==> src/common/rv_isa_pkg.sv <==
package rv_isa_pkg;

    localparam int xlen = 32;

    // Major opcodes
    localparam logic [6:0] op_lui      = 7'b0110111;
    localparam logic [6:0] op_auipc    = 7'b0010111;
    localparam logic [6:0] op_jal      = 7'b1101111;
    localparam logic [6:0] op_jalr     = 7'b1100111;
    localparam logic [6:0] op_branch   = 7'b1100011;
    localparam logic [6:0] op_load     = 7'b0000011;
    localparam logic [6:0] op_store    = 7'b0100011;
    localparam logic [6:0] op_op_imm   = 7'b0010011;
    localparam logic [6:0] op_op       = 7'b0110011;
    localparam logic [6:0] op_misc_mem = 7'b0001111;
    localparam logic [6:0] op_system   = 7'b1110011;

    // Branch conditions
    localparam logic [2:0] f3_beq  = 3'b000;
    localparam logic [2:0] f3_bne  = 3'b001;
    localparam logic [2:0] f3_blt  = 3'b100;
    localparam logic [2:0] f3_bge  = 3'b101;
    localparam logic [2:0] f3_bltu = 3'b110;
    localparam logic [2:0] f3_bgeu = 3'b111;

    // Integer ALU functions, shared by OP and OP-IMM
    localparam logic [2:0] f3_add  = 3'b000;
    localparam logic [2:0] f3_sll  = 3'b001;
    localparam logic [2:0] f3_slt  = 3'b010;
    localparam logic [2:0] f3_sltu = 3'b011;
    localparam logic [2:0] f3_xor  = 3'b100;
    localparam logic [2:0] f3_sr   = 3'b101;
    localparam logic [2:0] f3_or   = 3'b110;
    localparam logic [2:0] f3_and  = 3'b111;

    typedef struct packed {
        logic [6:0] funct7;
        logic [4:0] rs2;
        logic [4:0] rs1;
        logic [2:0] funct3;
        logic [4:0] rd;
        logic [6:0] opcode;
    } rv_r_view_t;

    typedef struct packed {
        logic [11:0] imm12;
        logic [4:0]  rs1;
        logic [2:0]  funct3;
        logic [4:0]  rd;
        logic [6:0]  opcode;
    } rv_i_view_t;

    // Same word, register or immediate layout
    typedef union packed {
        rv_r_view_t r;
        rv_i_view_t i;
    } rv_instr_u;

endpackage

==> src/common/ctl_pkg.sv <==
package ctl_pkg;

    localparam int alu_sel_w   = 4;
    localparam int imm_sel_w   = 4;
    localparam int wb_sel_w    = 2;
    localparam int alu_class_w = 2;

    // ALU operations seen by the datapath
    localparam logic [alu_sel_w-1:0] alu_and    = 4'd0;
    localparam logic [alu_sel_w-1:0] alu_or     = 4'd1;
    localparam logic [alu_sel_w-1:0] alu_xor    = 4'd2;
    localparam logic [alu_sel_w-1:0] alu_add    = 4'd3;
    localparam logic [alu_sel_w-1:0] alu_sub    = 4'd4;
    localparam logic [alu_sel_w-1:0] alu_pass_b = 4'd6;
    localparam logic [alu_sel_w-1:0] alu_sll    = 4'd7;
    localparam logic [alu_sel_w-1:0] alu_srl    = 4'd8;
    localparam logic [alu_sel_w-1:0] alu_sra    = 4'd10;
    localparam logic [alu_sel_w-1:0] alu_sltu   = 4'd11;
    localparam logic [alu_sel_w-1:0] alu_slt    = 4'd12;

    // Immediate formats
    localparam logic [imm_sel_w-1:0] imm_r = 4'd0;
    localparam logic [imm_sel_w-1:0] imm_i = 4'd1;
    localparam logic [imm_sel_w-1:0] imm_s = 4'd2;
    localparam logic [imm_sel_w-1:0] imm_b = 4'd3;
    localparam logic [imm_sel_w-1:0] imm_u = 4'd4;
    localparam logic [imm_sel_w-1:0] imm_j = 4'd5;

    localparam logic [wb_sel_w-1:0] wb_mem = 2'd0;
    localparam logic [wb_sel_w-1:0] wb_alu = 2'd1;
    localparam logic [wb_sel_w-1:0] wb_pc4 = 2'd2;

    // ALU class between opcode and ALU decoders
    localparam logic [alu_class_w-1:0] cls_add    = 2'd0;
    localparam logic [alu_class_w-1:0] cls_pass_b = 2'd1;
    localparam logic [alu_class_w-1:0] cls_imm    = 2'd2;
    localparam logic [alu_class_w-1:0] cls_reg    = 2'd3;

endpackage

==> src/rtl/opcode_decoder.sv <==
`timescale 1ns/1ps

module opcode_decoder (
    input  logic [6:0]                        opcode,
    output logic                              a_sel,
    output logic                              b_sel,
    output logic [ctl_pkg::imm_sel_w-1:0]     imm_sel,
    output logic                              mem_wr,
    output logic                              reg_wen,
    output logic [ctl_pkg::wb_sel_w-1:0]      wb_sel,
    output logic [ctl_pkg::alu_class_w-1:0]   alu_class,
    output logic                              is_jump,
    output logic                              is_branch
);

    import rv_isa_pkg::*;
    import ctl_pkg::*;

    always_comb begin
        // Everything off unless the opcode says otherwise
        a_sel     = 1'b0;
        b_sel     = 1'b0;
        imm_sel   = imm_r;
        mem_wr    = 1'b0;
        reg_wen   = 1'b0;
        wb_sel    = wb_mem;
        alu_class = cls_add;
        is_jump   = 1'b0;
        is_branch = 1'b0;

        case (opcode)
            op_lui: begin
                b_sel     = 1'b1;
                imm_sel   = imm_u;
                reg_wen   = 1'b1;
                wb_sel    = wb_alu;
                alu_class = cls_pass_b;
            end
            op_auipc: begin
                a_sel   = 1'b1;
                b_sel   = 1'b1;
                imm_sel = imm_u;
                reg_wen = 1'b1;
                wb_sel  = wb_alu;
            end
            op_jal: begin
                a_sel   = 1'b1;
                b_sel   = 1'b1;
                imm_sel = imm_j;
                reg_wen = 1'b1;
                wb_sel  = wb_pc4;
                is_jump = 1'b1;
            end
            // Target is rs1 plus offset, link is pc+4
            op_jalr: begin
                b_sel   = 1'b1;
                imm_sel = imm_i;
                reg_wen = 1'b1;
                wb_sel  = wb_pc4;
                is_jump = 1'b1;
            end
            // ALU forms pc plus offset as the branch target
            op_branch: begin
                a_sel     = 1'b1;
                b_sel     = 1'b1;
                imm_sel   = imm_b;
                is_branch = 1'b1;
            end
            op_load: begin
                b_sel   = 1'b1;
                imm_sel = imm_i;
                reg_wen = 1'b1;
                wb_sel  = wb_mem;
            end
            op_store: begin
                b_sel   = 1'b1;
                imm_sel = imm_s;
                mem_wr  = 1'b1;
            end
            op_op_imm: begin
                b_sel     = 1'b1;
                imm_sel   = imm_i;
                reg_wen   = 1'b1;
                wb_sel    = wb_alu;
                alu_class = cls_imm;
            end
            op_op: begin
                imm_sel   = imm_r;
                reg_wen   = 1'b1;
                wb_sel    = wb_alu;
                alu_class = cls_reg;
            end
            // No architectural effect here
            op_misc_mem, op_system: begin
                reg_wen = 1'b0;
            end
            default: begin
                reg_wen = 1'b0;
            end
        endcase
    end

endmodule

==> src/rtl/alu_op_decoder.sv <==
`timescale 1ns/1ps

module alu_op_decoder (
    input  logic [ctl_pkg::alu_class_w-1:0] alu_class,
    input  logic [2:0]                      funct3,
    input  logic                            alt,
    output logic [ctl_pkg::alu_sel_w-1:0]   alu_sel
);

    import rv_isa_pkg::*;
    import ctl_pkg::*;

    logic [alu_sel_w-1:0] func_op;

    // Function-field decode shared by OP and OP-IMM
    always_comb begin
        func_op = alu_and;
        case (funct3)
            f3_add: begin
                // ADDI has no subtract form, bit 30 is immediate there
                if (alt && alu_class == cls_reg) begin
                    func_op = alu_sub;
                end else begin
                    func_op = alu_add;
                end
            end
            f3_sll:  func_op = alu_sll;
            f3_slt:  func_op = alu_slt;
            f3_sltu: func_op = alu_sltu;
            f3_xor:  func_op = alu_xor;
            f3_sr: begin
                if (alt) begin
                    func_op = alu_sra;
                end else begin
                    func_op = alu_srl;
                end
            end
            f3_or:   func_op = alu_or;
            f3_and:  func_op = alu_and;
            default: func_op = alu_and;
        endcase
    end

    always_comb begin
        case (alu_class)
            cls_add:    alu_sel = alu_add;
            cls_pass_b: alu_sel = alu_pass_b;
            cls_imm:    alu_sel = func_op;
            cls_reg:    alu_sel = func_op;
            default:    alu_sel = alu_and;
        endcase
    end

endmodule

==> src/rtl/branch_unit.sv <==
`timescale 1ns/1ps

module branch_unit (
    input  logic       is_jump,
    input  logic       is_branch,
    input  logic       br_eq,
    input  logic       br_lt,
    input  logic [2:0] funct3,
    output logic       br_un,
    output logic       pc_sel
);

    import rv_isa_pkg::*;

    // Unsigned compare for BLTU and BGEU
    assign br_un = is_branch & funct3[1];

    always_comb begin
        pc_sel = 1'b0;
        if (is_jump) begin
            pc_sel = 1'b1;
        end else if (is_branch) begin
            case (funct3)
                f3_beq:  pc_sel = br_eq;
                f3_bne:  pc_sel = ~br_eq;
                f3_blt:  pc_sel = br_lt;
                f3_bge:  pc_sel = ~br_lt;
                f3_bltu: pc_sel = br_lt;
                f3_bgeu: pc_sel = ~br_lt;
                // Reserved encodings never redirect
                default: pc_sel = 1'b0;
            endcase
        end
    end

endmodule

==> src/rtl/instr_ctl.sv <==
`timescale 1ns/1ps

module instr_ctl (
    input  rv_isa_pkg::rv_instr_u           instruction,
    input  logic                            br_eq,
    input  logic                            br_lt,
    output logic                            a_sel,
    output logic                            b_sel,
    output logic [ctl_pkg::alu_sel_w-1:0]   alu_sel,
    output logic                            mem_wr,
    output logic                            reg_wen,
    output logic [ctl_pkg::imm_sel_w-1:0]   imm_sel,
    output logic                            br_un,
    output logic                            pc_sel,
    output logic [ctl_pkg::wb_sel_w-1:0]    wb_sel
);

    import ctl_pkg::*;

    logic [6:0]             opcode;
    logic [2:0]             funct3;
    logic                   alt;
    logic [alu_class_w-1:0] alu_class;
    logic                   is_jump;
    logic                   is_branch;

    assign opcode = instruction.i.opcode;
    assign funct3 = instruction.r.funct3;
    // Bit 30 picks SUB and SRA
    assign alt    = instruction.r.funct7[5];

    opcode_decoder opcode_decoder_i (
        .opcode    (opcode),
        .a_sel     (a_sel),
        .b_sel     (b_sel),
        .imm_sel   (imm_sel),
        .mem_wr    (mem_wr),
        .reg_wen   (reg_wen),
        .wb_sel    (wb_sel),
        .alu_class (alu_class),
        .is_jump   (is_jump),
        .is_branch (is_branch)
    );

    alu_op_decoder alu_op_decoder_i (
        .alu_class (alu_class),
        .funct3    (funct3),
        .alt       (alt),
        .alu_sel   (alu_sel)
    );

    branch_unit branch_unit_i (
        .is_jump   (is_jump),
        .is_branch (is_branch),
        .br_eq     (br_eq),
        .br_lt     (br_lt),
        .funct3    (funct3),
        .br_un     (br_un),
        .pc_sel    (pc_sel)
    );

endmodule

==> config.mk <==
export PLATFORM = sky130hd
export DESIGN_NAME = instr_ctl
export DESIGN_NICKNAME = d
export VERILOG_FILES = /design/src/common/rv_isa_pkg.sv /design/src/common/ctl_pkg.sv /design/src/rtl/opcode_decoder.sv /design/src/rtl/alu_op_decoder.sv /design/src/rtl/branch_unit.sv /design/src/rtl/instr_ctl.sv
export SDC_FILE = /design/constraint.sdc
export NUM_CORES = 1
export LEC_CHECK = 0
export ABC_AREA = 1
export BUFFER_PORTS_ARGS = -buffer_cell sky130_fd_sc_hd__buf_2
export CAP_MARGIN = 20
export CORE_MARGIN = 10
export CORE_UTILIZATION = 25
export DETAILED_ROUTE_END_ITERATION = 8
export PLACE_DENSITY = 0.66
export SLEW_MARGIN = 0
export SYNTH_ARGS = -nofsm -noshare
export SYNTH_HDL_FRONTEND = slang
export SYNTH_SLANG_ARGS = --single-unit
==> constraint.sdc <==
create_clock -name vclk -period 1.5
set_input_delay 0.45 -clock vclk [all_inputs]
set_output_delay 0.45 -clock vclk [all_outputs]
set_load 0.02 [all_outputs]
==> impl_summary.log <==
INFO  metric n_fill_cell = 110
INFO  metric required_time_of_the_critical_path = 1050 ps
INFO  metric finalCriticalPeriod = 1770 ps
INFO  metric grt_total_usage = 0.105
INFO  metric synth_seq_area_share = 0
INFO  metric crit_path_end_kind = primary output
INFO  metric chipHeight = 59.3 µm
INFO  metric die_area = 3520 µm²
INFO  metric pre_cts_ws = -388 ps
INFO  metric result_of_the_run = finished with violations
INFO  metric num_rows = 14
INFO  metric ioPinCount = 50
INFO  metric yosys_warnings = 0
INFO  metric routability_congestion_estimate_from_global_placement = 0.827
INFO  metric synth_cell_types = 21
INFO  metric synth_area_leaders = sky130_fd_sc_hd__nand2_1, sky130_fd_sc_hd__nor2_1, sky130_fd_sc_hd__nand3_1
INFO  metric grt_start_max_net_pins = 6
INFO  metric worst_setup_path_start_kind = primary input
INFO  metric synth_top_area_frac = 0.243
INFO  metric floorplan.core_area = 1490 µm²
INFO  metric vdd.ir_drop.worst = 0.134 mV
INFO  metric syn_area = 387 µm²
INFO  metric vias_post_dr = 684
INFO  metric final_layout_size_suffix_gt1_frac = 0.729
INFO  metric critical_path.max_fanout = 4
INFO  metric vias_in_the_first_global_route = 726
INFO  metric leakagePower = 0.568 nW
INFO  metric seq_cell_count = 0
INFO  metric synthDominantAreaCellType = sky130_fd_sc_hd__nand2_1
INFO  metric min_period_over_period = 1.18
INFO  metric failing_checks = setup timing
INFO  metric antenna_found_initial = 0
INFO  metric detail_route.drc_violations = 0
INFO  metric syn_area_per_cell = 4.71 µm²
INFO  metric fin_worst_hold_slack = 1260 ps
INFO  metric post-dp-hpwl = 1.46 mm
INFO  metric number_of_failing_setup_endpoints_in_the_final_timing_report = 14
INFO  metric syn_inst_count = 82
INFO  metric placement.io_buffers = 28
INFO  metric timing.max_cap.violations = 0
INFO  metric cp_slowest_stage_delay = 200 ps
INFO  metric drtIter0Drc = 3
INFO  metric wl_per_cell = 13.4 µm
INFO  metric grt_first_pass_wirelength = 3.12 mm
INFO  metric drt-total-wl = 1.95 mm
INFO  metric die_w = 59.3 µm
INFO  metric seq_area = 0 µm²
INFO  metric antenna_left = 0
INFO  metric design.final.nets = 165
INFO  metric fmaxAchievable = 566 MHz
INFO  metric crit_slowest_cell = sky130_fd_sc_hd__nor3_4
INFO  metric layout.clock_buffers = 0
INFO  metric synth.net_count = 116
INFO  metric initial_utilization = 0.260
INFO  metric final-hold-violation-count = 0
INFO  metric holdCritPathClass = in2out
INFO  metric worst-setup-path-type = in2out
INFO  metric layout_setup_ws = -266 ps
INFO  metric drv_slew = 0
INFO  metric antenna_cells_inserted = 0
INFO  metric cp_data_arrival_time = 1320 ps
INFO  metric area_growth_synth_to_finish = 202%
INFO  metric rsz_0062_raised_after_global_routing = yes
INFO  metric avgViaCountPerCell = 4.72
INFO  metric worst_path_cell_trace = buf_8 -> nand2_8 -> buf_6 -> nor3_4 -> inv_2 -> o21ai_4 -> buf_6
INFO  metric path_buf_inv = 4
INFO  metric drtPass1Iterations = 4
INFO  metric path_delay_family = buffers and inverters
INFO  metric cellPowerDensity = 205 nW/µm²
INFO  metric finalCoreUtilization = 0.784
INFO  metric global_route.overflow_total = 0
INFO  metric critical_path.most_common_cell = sky130_fd_sc_hd__buf_6
worst paths after layout:
| kind | to | depth (start not counted) | slack (ps) | from |
|---|---|---|---|---|
| hold / removal | mem_wr | 5 | 1260 | instruction[4] |
| setup / recovery | imm_sel[2] | 7 | -270 | instruction[0] |
stage by stage:
stage,setup TNS [ps],total power [mW],instance area [µm²],cells
final,-2850,0.240,1170,145
after global routing,-3560,0.256,1170,145
after CTS,-2750,0.225,1110,144
after detailed placement,-4270,0.172,851,139
after global placement,-4040,0.169,851,139
after floorplan,-289,0.0939,593,82
layout by cell type (no fill, tap or decap), types with 2 or more instances in the layout:
| cell | Yosys | final |
|---|---|---|
| sky130_fd_sc_hd__buf_6 | 0 | 20 |
| sky130_fd_sc_hd__buf_4 | 1 | 18 |
| sky130_fd_sc_hd__nand2_1 | 25 | 17 |
| sky130_fd_sc_hd__nor2_4 | 1 | 7 |
| sky130_fd_sc_hd__inv_1 | 6 | 5 |
| sky130_fd_sc_hd__nand2_2 | 2 | 5 |
| sky130_fd_sc_hd__buf_2 | 0 | 5 |
| sky130_fd_sc_hd__nand2_4 | 0 | 4 |
| sky130_fd_sc_hd__nand3_1 | 8 | 4 |
| sky130_fd_sc_hd__nor2_1 | 12 | 4 |
| sky130_fd_sc_hd__inv_2 | 10 | 3 |
| sky130_fd_sc_hd__nand3_4 | 0 | 3 |
| sky130_fd_sc_hd__nor3_4 | 1 | 3 |
| sky130_fd_sc_hd__buf_12 | 0 | 3 |
| sky130_fd_sc_hd__inv_12 | 0 | 2 |
| sky130_fd_sc_hd__nor2_2 | 0 | 2 |
| sky130_fd_sc_hd__inv_4 | 0 | 2 |
| sky130_fd_sc_hd__inv_6 | 0 | 2 |
| sky130_fd_sc_hd__a21oi_2 | 0 | 2 |
| sky130_fd_sc_hd__a21oi_4 | 0 | 2 |
| sky130_fd_sc_hd__nand3_2 | 1 | 2 |
| sky130_fd_sc_hd__buf_8 | 0 | 2 |
area by class of cell:
class	instances	area, µm²	share of cell area
Inverter	16	121	0.104
Multi-Input combinational cell	65	551	0.472
Tap cell	16	20.0	0.0171
Timing Repair Buffer	48	475	0.407
what timing repair did:
| item | in CTS | in global routing |
|---|---|---|
| setup endpoints to repair | 15 | 15 |
| hold buffers | 0 | 0 |
| cloned | 0 | 0 |
| buffers inserted | 5 | 2 |
| endpoints found under the hold margin | 0 | 0 |
| resized for setup | 64 | 13 |
| pin swaps | 15 | 12 |
metal layers:
layer,vias to the layer above,track usage,part of all wire
li1,353,-,-
met3,0,0.0343,0.088
met2,18,0.217,0.56
met1,313,0.100,0.35
met5,-,0,0
met4,0,0,0
cell usage after synthesis (all sizes together):
cell type and instances:
nand2 27, inv 16, nor2 13, nand3 9
a21oi 4, nor3 4, o21ai 3, buf 1
conb 1, nand4 1, o21bai 1, o31ai 1
or2 1
power breakdown:
group	leakage [nW]	switching [mW]	internal [mW]
logic	0.568	0.125	0.115
clock network	0	0	0
registers	0	0	0
total	0.568	0.125	0.115
cells by family (layout without fill, tap and decap cells):
family                 Yosys count  count (layout)  synth area share
other                            1               1           0.00970
buffers and inverters           17              64             0.175
AOI/OAI and AO/OA                9               9             0.139
and+or+nand+nor                 55              55             0.676
No activity file was read; power rests on OpenSTA's default activity.
